**src/common/mbox_pkg.sv**
```systemverilog
// Mailbox package with the word type, bus address codes and status word layout
`default_nettype none

package mbox_pkg;

    // --------------------------------------------------
    // Data word
    // --------------------------------------------------
    // One mailbox entry, also the width of the bus data
    typedef logic [15:0] data_t;

    // --------------------------------------------------
    // Bus address map
    // --------------------------------------------------
    typedef enum logic {
        ADDR_DATA   = 1'b0,  // push on write, pop on read
        ADDR_STATUS = 1'b1   // status word, read clears sticky flags
    } addr_t;

    // --------------------------------------------------
    // Status word fields
    // --------------------------------------------------
    // Live flags
    localparam int STAT_EMPTY_BIT = 0;
    localparam int STAT_FULL_BIT  = 1;

    // Sticky error flags
    localparam int STAT_OFLOW_BIT = 2;
    localparam int STAT_UFLOW_BIT = 3;

    // Fill count occupies the upper byte
    localparam int STAT_COUNT_LSB = 8;
    localparam int STAT_COUNT_W   = 8;

    // Deepest FIFO whose count still fits the count field
    localparam int MAX_DEPTH = 255;

endpackage : mbox_pkg

`default_nettype wire
```
**src/common/fifo_if.sv**
```systemverilog
// FIFO interface bundling push and pop sides, flags and fill count
`default_nettype none

interface fifo_if
    import mbox_pkg::*;
#(
    parameter int DEPTH = 4
) (
    input logic clk,
    input logic rst
);
    // Push side
    logic                         push;
    data_t                        push_data;
    logic                         full;
    logic                         oflow;

    // Pop side
    logic                         pop;
    data_t                        pop_data;
    logic                         empty;
    logic                         uflow;

    // Occupancy, wide enough to hold DEPTH itself
    logic [$clog2(DEPTH+1)-1:0]   count;

    // Bus front end drives the strobes
    modport master (input clk, rst, output push, push_data, pop);

    // Storage side answers with flags, data and count
    modport fifo (
        input  clk, rst, push, push_data, pop,
        output full, oflow, pop_data, empty, uflow, count
    );

    // Read-only tap for the result stage
    modport monitor (
        input clk, rst, push, push_data, full, oflow,
        input pop, pop_data, empty, uflow, count
    );

endinterface : fifo_if

`default_nettype wire

```
**src/mbox_top.sv**
```systemverilog
// Mailbox top level joining bus decode, FIFO and read result behind Wishbone ports
`default_nettype none

module mbox_top
    import mbox_pkg::*;
#(
    parameter int DEPTH = 4
) (
    input  logic  clk,
    input  logic  rst,

    // Wishbone classic slave
    input  logic  cyc,
    input  logic  stb,
    input  logic  we,
    input  addr_t adr,
    input  data_t dat_w,
    output data_t dat_r,
    output logic  ack
);
    // Internal FIFO bus
    fifo_if #(.DEPTH(DEPTH)) fifo_bus (.clk(clk), .rst(rst));

    logic status_rd;

    // Decode
    mbox_decode i_mbox_decode (
        .clk       ( clk ),
        .rst       ( rst ),
        .cyc       ( cyc ),
        .stb       ( stb ),
        .we        ( we ),
        .adr       ( adr ),
        .dat_w     ( dat_w ),
        .ack       ( ack ),
        .status_rd ( status_rd ),
        .fifo      ( fifo_bus.master )
    );

    // Execute
    fifo_small #(
        .DEPTH ( DEPTH )
    ) i_fifo_small (
        .fifo  ( fifo_bus.fifo )
    );

    // Result
    mbox_result i_mbox_result (
        .clk       ( clk ),
        .rst       ( rst ),
        .status_rd ( status_rd ),
        .fifo      ( fifo_bus.monitor ),
        .dat_r     ( dat_r )
    );

endmodule : mbox_top

`default_nettype wire

```
**src/mbox_result.sv**
```systemverilog
// Result stage building the registered read word and holding sticky error flags
`default_nettype none

module mbox_result
    import mbox_pkg::*;
(
    input  logic    clk,
    input  logic    rst,
    input  logic    status_rd,
    fifo_if.monitor fifo,
    output data_t   dat_r
);
    // --------------------------------------------------
    // Sticky error flags
    // --------------------------------------------------
    logic  sticky_oflow;
    logic  sticky_uflow;
    data_t status_word;

    // Set by a pulse, cleared by a status read
    // a pulse on the read edge itself wins
    always_ff @(posedge clk) begin
        if (rst) begin
            sticky_oflow <= 1'b0;
            sticky_uflow <= 1'b0;
        end else begin
            sticky_oflow <= (sticky_oflow && !status_rd) || fifo.oflow;
            sticky_uflow <= (sticky_uflow && !status_rd) || fifo.uflow;
        end
    end

    // --------------------------------------------------
    // Status word
    // --------------------------------------------------
    always_comb begin
        status_word                                      = '0;
        status_word[STAT_EMPTY_BIT]                      = fifo.empty;
        status_word[STAT_FULL_BIT]                       = fifo.full;
        status_word[STAT_OFLOW_BIT]                      = sticky_oflow;
        status_word[STAT_UFLOW_BIT]                      = sticky_uflow;
        status_word[STAT_COUNT_LSB +: STAT_COUNT_W]      = STAT_COUNT_W'(fifo.count);
    end

    // Read data register
    // Empty pop returns zero, held until the next read
    always_ff @(posedge clk) begin
        if (rst)
            dat_r <= '0;
        else if (fifo.pop)
            dat_r <= fifo.empty ? '0 : fifo.pop_data;
        else if (status_rd)
            dat_r <= status_word;
    end

endmodule : mbox_result

`default_nettype wire

```
**src/mbox_decode.sv**
```systemverilog
// Wishbone classic slave front end decoding bus cycles into FIFO strobes and ack
`default_nettype none

module mbox_decode
    import mbox_pkg::*;
(
    input  logic   clk,
    input  logic   rst,

    // Wishbone classic slave
    input  logic   cyc,
    input  logic   stb,
    input  logic   we,
    input  addr_t  adr,
    input  data_t  dat_w,
    output logic   ack,

    // To result stage
    output logic   status_rd,

    // To FIFO
    fifo_if.master fifo
);
    // --------------------------------------------------
    // Request decode
    // --------------------------------------------------
    logic req;

    // New request only while ack is low
    // keeps each cycle to one action
    assign req = cyc && stb && !ack;

    // Strobes are sampled on the edge that raises ack
    assign fifo.push      = req &&  we && (adr == ADDR_DATA);
    assign fifo.pop       = req && !we && (adr == ADDR_DATA);
    assign status_rd      = req && !we && (adr == ADDR_STATUS);
    assign fifo.push_data = dat_w;

    // Write to status address: acked, no effect

    // --------------------------------------------------
    // Acknowledge
    // --------------------------------------------------
    // Fixed single wait state
    always_ff @(posedge clk) begin
        if (rst)
            ack <= 1'b0;
        else
            ack <= req;
    end

    // Single-clock ack per bus cycle
    a_ack_single: assert property (@(posedge clk) disable iff (rst)
        ack |=> !ack);

    // Never both directions in one cycle
    a_push_pop_excl: assert property (@(posedge clk) disable iff (rst)
        !(fifo.push && fifo.pop));

endmodule : mbox_decode

`default_nettype wire

```
**src/fifo/fifo_small.sv**
```systemverilog
// Small synchronous FIFO on distributed RAM with single-cycle write-to-read latency
`default_nettype none

module fifo_small
    import mbox_pkg::*;
#(
    parameter int DEPTH = 4
) (
    fifo_if.fifo fifo
);
    // --------------------------------------------------
    // Parameters and signals
    // --------------------------------------------------
    localparam int PTR_WID = DEPTH > 1 ? $clog2(DEPTH) : 1;

    // Storage, no reset so it maps to LUT RAM
    data_t              mem [DEPTH];

    logic               wr_safe;
    logic [PTR_WID-1:0] wr_ptr;
    logic [PTR_WID-1:0] rd_ptr;

    // Control
    fifo_ctrl #(
        .DEPTH   ( DEPTH )
    ) i_fifo_ctrl (
        .clk     ( fifo.clk ),
        .rst     ( fifo.rst ),
        .wr      ( fifo.push ),
        .rd      ( fifo.pop ),
        .wr_safe ( wr_safe ),
        .wr_ptr  ( wr_ptr ),
        .rd_ptr  ( rd_ptr ),
        .count   ( fifo.count ),
        .full    ( fifo.full ),
        .empty   ( fifo.empty ),
        .oflow   ( fifo.oflow ),
        .uflow   ( fifo.uflow )
    );

    // Write port
    always_ff @(posedge fifo.clk) begin
        if (wr_safe)
            mem[wr_ptr] <= fifo.push_data;
    end

    // Asynchronous read, head word visible the cycle after it lands
    assign fifo.pop_data = mem[rd_ptr];

    // Write lands in a free slot, never on top of the unread head
    a_no_wr_full: assert property (@(posedge fifo.clk) disable iff (fifo.rst)
        wr_safe |-> fifo.empty || (wr_ptr != rd_ptr));

endmodule : fifo_small

`default_nettype wire

```
**src/fifo/fifo_ctrl.sv**
```systemverilog
// FIFO control with pointers, fill count, full/empty flags and over/underflow protection
`default_nettype none

module fifo_ctrl
    import mbox_pkg::*;
#(
    parameter int DEPTH = 4
) (
    input  logic                                        clk,
    input  logic                                        rst,

    // Requests from the FIFO user
    input  logic                                        wr,
    input  logic                                        rd,

    // Gated write enable and memory addresses
    output logic                                        wr_safe,
    output logic [(DEPTH > 1 ? $clog2(DEPTH) : 1)-1:0]  wr_ptr,
    output logic [(DEPTH > 1 ? $clog2(DEPTH) : 1)-1:0]  rd_ptr,

    // Status
    output logic [$clog2(DEPTH+1)-1:0]                  count,
    output logic                                        full,
    output logic                                        empty,
    output logic                                        oflow,
    output logic                                        uflow
);
    // --------------------------------------------------
    // Parameters
    // --------------------------------------------------
    localparam int PTR_WID = DEPTH > 1 ? $clog2(DEPTH) : 1;
    localparam int CNT_WID = $clog2(DEPTH+1);

    // Depth must fit the status count field
    if (DEPTH < 1 || DEPTH > MAX_DEPTH) begin : g_depth_check
        $error("fifo_ctrl: DEPTH out of range");
    end

    // --------------------------------------------------
    // Signals
    // --------------------------------------------------
    logic rd_safe;

    // Flags come straight off the registered count
    assign full  = (count == CNT_WID'(DEPTH));
    assign empty = (count == '0);

    // Blocked requests never touch pointers or count
    assign wr_safe = wr && !full;
    assign rd_safe = rd && !empty;

    // One-cycle error pulses, same cycle as the request
    assign oflow = wr && full;
    assign uflow = rd && empty;

    // --------------------------------------------------
    // Pointers
    // --------------------------------------------------
    // Wrap at DEPTH-1 so any depth works, not only powers of two
    always_ff @(posedge clk) begin
        if (rst) begin
            wr_ptr <= '0;
        end else if (wr_safe) begin
            if (wr_ptr == PTR_WID'(DEPTH - 1))
                wr_ptr <= '0;
            else
                wr_ptr <= wr_ptr + 1'b1;
        end
    end

    always_ff @(posedge clk) begin
        if (rst) begin
            rd_ptr <= '0;
        end else if (rd_safe) begin
            if (rd_ptr == PTR_WID'(DEPTH - 1))
                rd_ptr <= '0;
            else
                rd_ptr <= rd_ptr + 1'b1;
        end
    end

    // Fill count
    always_ff @(posedge clk) begin
        if (rst) begin
            count <= '0;
        end else begin
            case ({wr_safe, rd_safe})
                2'b10:   count <= count + 1'b1;
                2'b01:   count <= count - 1'b1;
                default: count <= count;  // idle or simultaneous
            endcase
        end
    end

    // Count bounded by depth across any request sequence
    a_count_bound: assert property (@(posedge clk) disable iff (rst)
        count <= CNT_WID'(DEPTH));

endmodule : fifo_ctrl

`default_nettype wire

```
**config.mk**
```make
export PLATFORM = sky130hd
export DESIGN_NAME = mbox_top
export DESIGN_NICKNAME = d
export VERILOG_FILES = /design/src/common/mbox_pkg.sv /design/src/common/fifo_if.sv /design/src/mbox_top.sv /design/src/mbox_result.sv /design/src/mbox_decode.sv /design/src/fifo/fifo_small.sv /design/src/fifo/fifo_ctrl.sv
export SDC_FILE = /design/constraint.sdc
export NUM_CORES = 1
export LEC_CHECK = 0
export ABC_AREA = 1
export BUFFER_PORTS_ARGS = -buffer_cell sky130_fd_sc_hd__buf_2
export CORE_MARGIN = 3
export CORE_UTILIZATION = 54
export CTS_CLUSTER_SIZE = 30
export DETAILED_ROUTE_END_ITERATION = 16
export PLACE_DENSITY = 0.74
export SLEW_MARGIN = 20
export SYNTH_ARGS = -nofsm -noshare
export SYNTH_HDL_FRONTEND = slang
export SYNTH_SLANG_ARGS = --single-unit
```
**constraint.sdc**
```tcl
create_clock -name clk -period 3 [get_ports clk]
set_input_delay 0.3 -clock clk [delete_from_list [all_inputs] [get_ports clk]]
set_output_delay 0.3 -clock clk [all_outputs]
set_load 0.01 [all_outputs]
```
Word level (Yosys, flattened, before mapping)
Memories as Yosys holds them, arrays and structs flattened. A register that Yosys moved wholly into a read port is not among the register bits.
Index checks and enable logic that the tools add are counted.
{"block": "totals", "ff_bits": 26, "ramBits": 64, "inputBits": 22, "output_inout_bits": 17, "wordCells": 51, "n_memories": 1}
{"block": "op_classes", "add_sub_neg": 4, "eq_ne": 5, "muxes": 10, "bitwise_logic": 1, "reduce_logical": 23}
{"name": "i_fifo_small.mem", "depth": 4, "width": 16, "read_ports": 1, "rd_clocked_by_memory_dff": 1, "write_ports": 1, "line_no": "fifo_small.sv:17", "rtl": "data_t mem [DEPTH];"}
{"cell": "$mux W16", "n": 3}
{"cell": "$logic_and A1 B1 Y1", "n": 13}
{"cell": "$mux W2", "n": 4}
{"cell": "$eq A2 B2 Y1 const B", "n": 3}
{"cell": "$pmux W3 S2", "n": 1}
{"cell": "$logic_not A1 Y1", "n": 5}
{"cell": "$add A2 B1 Y2 const B", "n": 2}
{"cell": "$reduce_bool A2 Y1", "n": 2}
{"cell": "$add A3 B1 Y3 const B", "n": 1}
{"cell": "$eq A3 B3 Y1 const B", "n": 1}
{"cell": "$logic_not A3 Y1", "n": 1}
{"cell": "$sub A3 B1 Y3 const B", "n": 1}
{"cell": "$eq A2 B1 Y1 const B", "n": 1}
{"cell": "$logic_or A1 B1 Y1", "n": 2}
{"cell": "$mux W1", "n": 2}
{"cell": "$not A1 Y1", "n": 1}

Depth between registers and ports, before layout
Gate-level depths: netlist (run 1).
{"block": "logic_depth", "word_depth": 7, "ltp_mapped": 13, "depth_no_buf": 12}

Cells and area by module
From an unflattened synthesis (run 1), not the netlist that was laid out.
{"block": "hier_totals", "hier_cells": 456, "area_unflattened_um2": 4122.7}
{"mod": "fifo_small", "instances": 1, "cells_per_inst": 259, "area_per_inst_um2": 2758.9, "seq_area_each_um2": 1921.8}
{"mod": "mbox_result", "instances": 1, "cells_per_inst": 106, "area_per_inst_um2": 750.7, "seq_area_each_um2": 360.3}
{"mod": "fifo_ctrl", "instances": 1, "cells_per_inst": 63, "area_per_inst_um2": 429.2, "seq_area_each_um2": 140.1}
{"mod": "mbox_decode", "instances": 1, "cells_per_inst": 28, "area_per_inst_um2": 183.9, "seq_area_each_um2": 20.0}

Least setup slack after synthesis (run 1)
No wires, ideal clock.
{"block": "synth_path", "kind": "input port to flip-flop", "from": "input port adr", "to": "memory i_fifo_small.mem[0][0] (netlist name), enable pin", "setup_time_ps": 389, "arrival_time_ps": 1573, "required_time_ps": 2611, "path_slack_ps": 1039, "stages": 6, "path_buffers": 1, "path_cell_list": "buf_4 > inv_1 > nand2_1 > nor2_2 > nand2_1 > nor2_1"}
{"block": "synth_between", "elab_chain_len": 5}
{"item": "start, declared", "line_no": "mbox_top.sv:16", "rtl": "input addr_t adr,"}
{"item": "$not A1 Y1", "line_no": "mbox_decode.sv:34", "rtl": "assign fifo.push = req && we && (adr == ADDR_DATA);"}
{"item": "$logic_and A1 B1 Y1", "line_no": "mbox_decode.sv:34"}
{"item": "$logic_and A1 B1 Y1", "line_no": "fifo_ctrl.sv:49", "rtl": "assign wr_safe = wr && !full;"}
{"item": "$mux W1", "line_no": "fifo_small.sv:43", "rtl": "if (wr_safe)"}
{"item": "$mux W1 (not written as such)", "line_no": "fifo_small.sv:44", "rtl": "mem[wr_ptr] <= fifo.push_data;"}
{"item": "end, declared", "line_no": "fifo_small.sv:17"}
Every way passes these cells.

Worst setup path in the final report (run 1)
{"block": "layout_path", "from": "register i_mbox_decode.ack", "to": "register i_fifo_small.i_fifo_ctrl.count[2]"}
{"block": "layout_between", "elab_chain_len": 7, "elab_cells_between_ends": 12, "classes_between": "2 x eq/ne; 1 x mux; 9 x reduce/logical"}
{"item": "start, declared", "line_no": "mbox_decode.sv:16", "rtl": "output logic ack,"}
{"item": "start signal, assigned", "line_no": "mbox_decode.sv:49", "rtl": "ack <= req;"}
{"item": "$logic_not A1 Y1 *", "line_no": "mbox_decode.sv:31", "rtl": "assign req = cyc && stb && !ack;"}
{"item": "$logic_and A1 B1 Y1 *", "line_no": "mbox_decode.sv:31"}
{"item": "$logic_and A1 B1 Y1 (on tied branches) (2 in series)", "line_no": "mbox_decode.sv:35, mbox_decode.sv:34"}
{"item": "$logic_and A1 B1 Y1 (on tied branches)", "line_no": "fifo_ctrl.sv:50, fifo_ctrl.sv:49"}
{"item": "$eq A2 B1 Y1 / $eq A2 B2 Y1 (equally long branches)", "line_no": "fifo_ctrl.sv:87", "rtl": "case ({wr_safe, rd_safe})"}
{"item": "$pmux W3 S2 / $reduce_bool A2 Y1 (equally long branches)"}
{"item": "end signal, assigned", "line_no": "fifo_ctrl.sv:88", "rtl": "2'b10: count <= count + 1'b1;"}
{"item": "end signal, assigned", "line_no": "fifo_ctrl.sv:89", "rtl": "2'b01: count <= count - 1'b1;"}
{"item": "end signal, assigned", "line_no": "fifo_ctrl.sv:90", "rtl": "default: count <= count;"}
{"item": "end, declared", "line_no": "fifo_ctrl.sv:22", "rtl": "output logic [$clog2(DEPTH+1)-1:0] count,"}
Every way passes the cells marked *; elsewhere a longest branch is shown, timed or not.
A chain may end at the register's enable or synchronous reset.

==> results of run 1 <==
layout make-up:
type,count,share of cell area [%]
sequential,92,56.00
timing repair buffer,45,5.476
inverter,85,7.197
multi-input combinational,224,24.30
tap,96,2.710
clock inverter,6,1.439
clock buffer,10,2.879
registers in the layout (all words and copies together) (netlist names), named ones only:
register                         flops
i_fifo_small.mem                    64
i_fifo_small.i_fifo_ctrl.count       3
i_mbox_decode.ack                    1
i_mbox_result.sticky_uflow           1
i_fifo_small.i_fifo_ctrl.wr_ptr      2
i_mbox_result.dat_r                 16
i_fifo_small.i_fifo_ctrl.rd_ptr      2
i_mbox_result.sticky_oflow           1
metal layers:
| metal | wire length [um] | track usage, % | vias to the layer above |
|---|---|---|---|
| met4 | 59 | 9.406 | 0 |
| met5 | 0 | 0 | - |
| li1 | - | - | 1383 |
| met2 | 3663 | 31.22 | 72 |
| met3 | 389 | 4.348 | 4 |
| met1 | 3254 | 24.33 | 1229 |
through the flow:
step                setup slack (ns)  cells  util, %  hold WS, ns
finish                        0.9951    558    63.49       0.1587
global route                  0.7239    558    63.49       0.1393
CTS                            1.017    558    63.49       0.1402
detailed placement            0.9165    542    60.75       0.4578
global placement               1.021    542    60.75       0.4527
floorplan                      1.039    417        -       0.3624
final timing paths:
check | cells past startpoint | to | from
max | 10 | i_fifo_small.i_fifo_ctrl.count[2]$_SDFFE_PP0P_ | i_mbox_decode.ack$_SDFF_PP0_
min | 1 | i_fifo_small.mem[2][1]$_DFFE_PP_ | dat_w[1]
max reg2reg | 10 | i_fifo_small.i_fifo_ctrl.count[2]$_SDFFE_PP0P_ | i_mbox_decode.ack$_SDFF_PP0_
min reg2reg | 2 | i_mbox_result.dat_r[5]$_SDFFE_PP0P_ | i_mbox_result.dat_r[5]$_SDFFE_PP0P_
power by group through the flow:
| stage | combinational [W] | clock, W | sequential, W |
|---|---|---|---|
| 5_1_grt | 0.000103 | 0.000875 | 0.00137 |
| 3_3_place_gp | 0.0000865 | 0 | 0.00140 |
| 3_5_place_dp | 0.0000892 | 0 | 0.00140 |
| 2_1_floorplan | 0.0000484 | 0 | 0.00140 |
| 6_report | 0.0000894 | 0.000799 | 0.00137 |
| 4_1_cts | 0.0000902 | 0.000814 | 0.00137 |
worst max-delay path: stages (launching register included):
cell     delay [ns]
dfxtp_1        0.34
nor2_2         0.11
nand2_2        0.23
nor2_4         0.19
ha_1           0.17
inv_1          0.07
fa_1           0.38
nand2_1        0.09
nand3_1        0.09
o21ai_0        0.15
a21oi_1        0.06
synth_stat cells:
cell and n:
clkbuf_1 1, buf_4 2, or2_2 1, inv_1 84
inv_2 1, nor2_4 1, nor2_1 13, ha_1 6
a21oi_1 16, nand2_1 122, nor2_2 2, o21ai_0 10
fa_1 1, dfxtp_1 28, nand2_2 2, buf_2 11
nand3_1 36, buf_6 2, edfxtp_1 64, a21oi_2 14
logic make-up after synthesis:
family / Yosys count
AND/OR/NAND/NOR: 177
adder cells (fa/ha/maj): 7
buffers and inverters: 101
AO/OA/AOI/OAI: 40
flip-flops: 92
==> summary.json, run 1 <==
{
  "io_buffer_count": 38,
  "post_synth_fa_ha_maj_area_fraction_pct": 2.392,
  "floorplan.die_area_mm2": 0.008426,
  "total_leakage_power_nw": 1.962,
  "post_route_cells_drive_above_1_share_pct": 17.32,
  "mappedNetlistNets": 446,
  "synth-compound-area-share_pct": 6.358,
  "cp_max_fo": 17,
  "htreeDepth": 3,
  "peakVddDrop_uv": 272.6,
  "synth_warnings": 0,
  "placeableCoreArea_mm2": 0.006982,
  "drcViolationCount": 0,
  "p_int_w": 0.001782,
  "route.antenna.remaining_nets": 0,
  "first_pass_grt_wire_length_um": 12540,
  "routedWlPerCell_um": 13.20,
  "rows": 30,
  "status": "completed",
  "final_period_minus_worst_setup_slack_ns": 2.005,
  "final.setup.tns_ns": 0,
  "hold_viol": 0,
  "grt_max_degree": 34,
  "initial_utilization_pct": 56.94,
  "worst_ep_arrival_time_ns": 2.24,
  "wl_um": 7366,
  "worst_slew_margin_rel_pct": 34.84,
  "detailroute.via_count": 2688,
  "layout_commonest_cell": "nand2_1",
  "mostFrequentLayoutCells": "nand2_1 (122), inv_1 (84), edfxtp_1 (64)",
  "avgSynthCellArea_um2": 9.533,
  "synthesis.instances": 417,
  "fillerInstances": 550,
  "cts_tree": "done",
  "fin_total_pwr_w": 0.002261,
  "p_sw_share_pct": 21.18,
  "die-width_um": 91.80,
  "worstSetupStartpointType": "register",
  "synth_largest_type_area_fraction_pct": 48.35,
  "worst-r2r-setup-slack_ns": 1.0,
  "dr.pass1.iters": 5,
  "synth_xor_xnor_area_share_pct": 0,
  "synthToLayoutAreaGrowth_pct": 11.52,
  "synth_largest_area_cell": "edfxtp_1",
  "cts_repair_resize_count": 0,
  "final.setup_skew_ns": 0.006635,
  "detail_route.vias_per_cell": 4.817,
  "place_hpwl_um": 4809,
  "max_freq_ghz": 0.4988,
  "gr-total-overflow": 0,
  "worstSkewPairLatency_ns": 0.35,
  "place.gp.congestion": 0.8429,
  "finalSetupViolCount": 0,
  "combinational_family_with_the_most_area_after_synthesis": "simple AND/OR/NAND/NOR gates",
  "synthMuxAreaShare_pct": 0,
  "diodes": 0,
  "synthesis.area_mm2": 0.003975,
  "post_synth_main_area_contributors": "edfxtp_1 (48%), dfxtp_1 (14%), nand2_1 (12%), inv_1 (7.9%), nand3_1 (4.5%)",
  "summed_area_of_non_filler_cells_in_the_final_layout_mm2": 0.004433,
  "critPathRequiredTime_ns": 3.24,
  "tightest_slew_ns": 0.9763,
  "power.switching_w": 0.0004789,
  "io_pins": 39,
  "path_class": "register to register",
  "clk_transition_reported_paths_ns": 0.09,
  "post_route_clock_period_utilization_pct": 66.83,
  "cts-buffers-inserted": 9,
  "post_synthesis_share_of_cell_area_spent_on_and_or_nand_and_nor_gates_pct": 18.35,
  "first_global_vias": 2696,
  "netlist-cell-type-count": 20,
  "clock_sink_count": 92,
  "pwr_density_cell_mw_per_mm2": 510.0,
  "hold_class": "primary input to register",
  "rsz_0062_raised_after_global_routing": "false",
  "grtUsageTotal_pct": 19.23,
  "setup.worst_path.end_class": "register",
  "synth_sequential_area_ratio_pct": 62.45,
  "synth_seq_cells": 92,
  "placed_area_mm2": 0.004242,
  "timing_max_transition_violations_final": 0,
  "floorplan.die.height_um": 91.80,
  "antenna_found_initial": 0,
  "seq_power_share_pct": 60.7,
  "multiInputGateArea_mm2": 0.001077,
  "dr.first_iter.drc_count": 188,
  "number_of_buffers_inserted_by_post_cts_setup_repair": 0,
  "cts.hold.buffers_added": 0,
  "seqCellArea_mm2": 0.002482,
  "max_cap_violations": 0,
  "clkPwrFrac_pct": 35.3,
  "layout.nets": 486,
  "comb_power_share_pct": 4.0,
  "clock-root-buffer": "clkbuf_8",
  "cts_buffer_depth": 2
}
(Power assumes the default switching activity.)
==> inputs of run 2 (changes only) <==
--- a/config.mk
+++ b/config.mk
@@ -8,10 +8,10 @@
 export ABC_AREA = 1
 export BUFFER_PORTS_ARGS = -buffer_cell sky130_fd_sc_hd__buf_2
 export CORE_MARGIN = 3
-export CORE_UTILIZATION = 54
+export CORE_UTILIZATION = 53
 export CTS_CLUSTER_SIZE = 30
 export DETAILED_ROUTE_END_ITERATION = 16
-export PLACE_DENSITY = 0.74
+export PLACE_DENSITY = 0.76
 export SLEW_MARGIN = 20
 export SYNTH_ARGS = -nofsm -noshare
 export SYNTH_HDL_FRONTEND = slang
==> constraint.sdc (replaced) <==
create_clock -name clk -period 1.73 [get_ports clk]
set_input_delay 0.173 -clock clk [delete_from_list [all_inputs] [get_ports clk]]
set_output_delay 0.173 -clock clk [all_outputs]
set_load 0.01 [all_outputs]
==> summary.json, run 2 (synthesized netlist as in run 1, its figures left out) <==
{
  "crit_start": "i_fifo_small.i_fifo_ctrl.count[0]$_SDFFE_PP0P_",
  "critPathBufInv": {"value": 1, "change": "unchanged"},
  "critical-path-top-delay-family": "adder cells",
  "path_class": "register to register",
  "first_pass_grt_wire_length": {"value": 12970, "unit": "um", "change": "+3.4%"},
  "gr-total-overflow": {"value": 0, "change": "unchanged"},
  "critical_path_cell_with_the_highest_stage_delay": "fa_2",
  "mostFrequentLayoutCells": "nand2_1 (118), inv_1 (82), edfxtp_1 (64)",
  "cpPeakStageDelay": {"value": 0.36, "unit": "ns", "change": "-0.02 ns"},
  "reg.largest.list": "i_fifo_small.mem x64, i_mbox_result.dat_r x16, i_fifo_small.i_fifo_ctrl.count x3",
  "grtUsageTotal": {"value": 19.85, "unit": "%", "change": "+0.62 points"},
  "place_hpwl": {"value": 5112, "unit": "um", "change": "+6.3%"},
  "final.setup_skew": {"value": 0.007997, "unit": "ns", "change": "+0.001363 ns"},
  "critical_path.most_common_cell": "nand2_2",
  "status": "completed",
  "antenna_found_initial": {"value": 0, "change": "unchanged"},
  "place.gp.congestion": {"value": 0.8403, "change": "-0.31%"},
  "setup_slack": {"value": 0.01630, "unit": "ns", "change": "-0.9788 ns"},
  "setup.worst_path.end_class": "register",
  "r2r_end": "i_fifo_small.i_fifo_ctrl.count[2]$_SDFFE_PP0P_",
  "top_register": "i_fifo_small.mem",
  "route.antenna.remaining_nets": {"value": 0, "change": "unchanged"},
  "dr.first_iter.drc_count": {"value": 218, "change": "+16%"},
  "detailedPlace.worstSlack": {"value": 0.01340, "unit": "ns", "change": "-0.9031 ns"},
  "finalSetupViolCount": {"value": 0, "change": "unchanged"},
  "htreeDepth": {"value": 3, "change": "unchanged"},
  "hold-path-endpoint": "i_fifo_small.mem[2][1]$_DFFE_PP_",
  "critPathRequiredTime": {"value": 1.98, "unit": "ns", "change": "-1.26 ns"},
  "wl": {"value": 7988, "unit": "um", "change": "+8.4%"},
  "final_period_minus_worst_setup_slack": {"value": 1.714, "unit": "ns", "change": "-0.2912 ns"},
  "post_route_clock_period_utilization": {"value": 99.06, "unit": "%", "change": "+32 points"},
  "detail_route.vias_per_cell": {"value": 4.868, "change": "+1.1%"},
  "worst-r2r-setup-slack": {"value": 0.02, "unit": "ns", "change": "-0.98 ns"},
  "worst_slew_margin_rel": {"value": 64.83, "unit": "%", "change": "+30 points"},
  "clock_sink_count": {"value": 92, "change": "unchanged"},
  "diodes": {"value": 0, "change": "unchanged"},
  "crit_chain": "nor2_4 > nand2_1 > nand2_2 > ha_4 > inv_2 > fa_2 > nand2_2 > nand3_2 > o21ai_2 > a21oi_1",
  "worstSkewPairLatency": {"value": 0.36, "unit": "ns", "change": "about the same"},
  "rows": {"value": 30, "change": "unchanged"},
  "rsz_0062_raised_after_global_routing": "true",
  "worst_r2r_path_depth": {"value": 10, "change": "unchanged"},
  "layout_commonest_cell": "nand2_1",
  "hold-path-cell-count": {"value": 1, "change": "unchanged"},
  "layout.nets": {"value": 503, "change": "+3.5%"},
  "post_route_cells_drive_above_1_share": {"value": 23.80, "unit": "%", "change": "+6.5 points"},
  "clk_transition_reported_paths": {"value": 0.09, "unit": "ns", "change": "about the same"},
  "max_freq": {"value": 0.5835, "unit": "GHz", "change": "+17%"},
  "hold_viol": {"value": 0, "change": "unchanged"},
  "first_global_vias": {"value": 2787, "change": "+3.4%"},
  "worstSetupStartpointType": "register",
  "drcViolationCount": {"value": 0, "change": "unchanged"},
  "cts.hold.buffers_added": {"value": 0, "change": "unchanged"},
  "cts_tree": "done",
  "timing_max_transition_violations_final": {"value": 0, "change": "unchanged"},
  "floorplan.die.height": {"value": 92.61, "unit": "um", "change": "+0.88%"},
  "total_leakage_power": {"value": 2.059, "unit": "nW", "change": "+4.9%"},
  "cts_buffer_depth": {"value": 2, "change": "unchanged"},
  "dr.pass1.iters": {"value": 5, "change": "unchanged"},
  "largest_register_ffs": {"value": 64, "change": "unchanged"},
  "die-width": {"value": 92.61, "unit": "um", "change": "+0.88%"},
  "cp_max_fo": {"value": 2, "change": "-15"},
  "floorplan.die_area": {"value": 0.008576, "unit": "mm^2", "change": "+1.8%"},
  "peakVddDrop": {"value": 560.2, "unit": "uV", "change": "+110%"},
  "cts-buffers-inserted": {"value": 9, "change": "unchanged"},
  "routedWlPerCell": {"value": 13.89, "unit": "um", "change": "+5.2%"},
  "synthToLayoutAreaGrowth_pct": 15.68,
  "placeableCoreArea": {"value": 0.007019, "unit": "mm^2", "change": "+0.54%"},
  "holdCritStartpoint": "dat_w[1]",
  "initial_utilization": {"value": 56.63, "unit": "%", "change": "-0.30 points"},
  "io_pins": {"value": 39, "change": "unchanged"},
  "pwr_density_cell": {"value": 842.2, "unit": "mW/mm^2", "change": "+65%"},
  "io_buffer_count": {"value": 38, "change": "unchanged"},
  "max_cap_violations": {"value": 0, "change": "unchanged"},
  "grt_max_degree": {"value": 33, "change": "-2.9%"},
  "hold_class": "primary input to register",
  "final.setup.tns": {"value": 0, "unit": "ns", "change": "unchanged"},
  "worst_ep_arrival_time": {"value": 1.96, "unit": "ns", "change": "-0.28 ns"},
  "clock-root-buffer": "clkbuf_8",
  "timing.rr.start": "i_fifo_small.i_fifo_ctrl.count[0]$_SDFFE_PP0P_",
  "detailroute.via_count": {"value": 2799, "change": "+4.1%"},
  "tightest_slew": {"value": 0.5256, "unit": "ns", "change": "-0.4507 ns"}
}
[run 2: report_power, final]
part / switching [W] / internal (W)
Sequential: 0.0000109 / 0.00237
Clock: 0.000747 / 0.000567
Combinational: 0.000110 / 0.0000668
Total: 0.000868 / 0.00300
[run 2: layer usage]
| layer | global-route usage, % | wire (um) | share of wire, % |
|---|---|---|---|
| met1 | 25.19 | 3414 | 43 |
| met4 | 10.02 | 178 | 2.2 |
| met2 | 32.51 | 3966 | 50 |
| met3 | 3.737 | 428 | 5.4 |
| met5 | 0 | 0 | 0 |
[run 2: what timing repair did]
item	in CTS	in global routing
setup buffers	0	3
endpoints found under the setup margin	1	2
pin swaps	0	6
resized for setup	1	13
[run 2: area by class of cell]
class | instances | area (um^2)
multi-input cells | 224 | 1124
repair buffers | 62 | 370.4
clock buffers | 11 | 141.4
well taps | 96 | 120.1
fillers | 575 | 2421
inverters | 85 | 319.1
clock inverters | 5 | 36.28
flip-flops and latches | 92 | 2487
[run 2: metrics by stage]
stage               total power [W]  util (%)  cell area, um^2  hold WS (ns)  cells
floorplan                  0.002521         -             3984        0.2354    417
global placement           0.002593     62.05             4355        0.3875    556
detailed placement         0.002599     62.05             4355        0.3886    556
CTS                        0.003894     64.60             4534     0.0005699    572
global route               0.004017     65.51             4598       0.01269    575
finish                     0.003872     65.51             4598       0.01627    575
[run 2: how the worst max path moves through the flow]
stage,end,slack [ns],depth (start not counted)
CTS,i_fifo_small.i_fifo_ctrl.count[2]$_SDFFE_PP0P_,0.006,11
global placement,i_fifo_small.i_fifo_ctrl.count[2]$_SDFFE_PP0P_,0.07,11
detailed placement,i_fifo_small.i_fifo_ctrl.count[2]$_SDFFE_PP0P_,0.01,11
global route,i_fifo_small.i_fifo_ctrl.count[2]$_SDFFE_PP0P_,-0.1,12
floorplan,i_fifo_small.mem[0][0]$_DFFE_PP_,-0.15,5
finish,i_fifo_small.i_fifo_ctrl.count[2]$_SDFFE_PP0P_,0.02,10
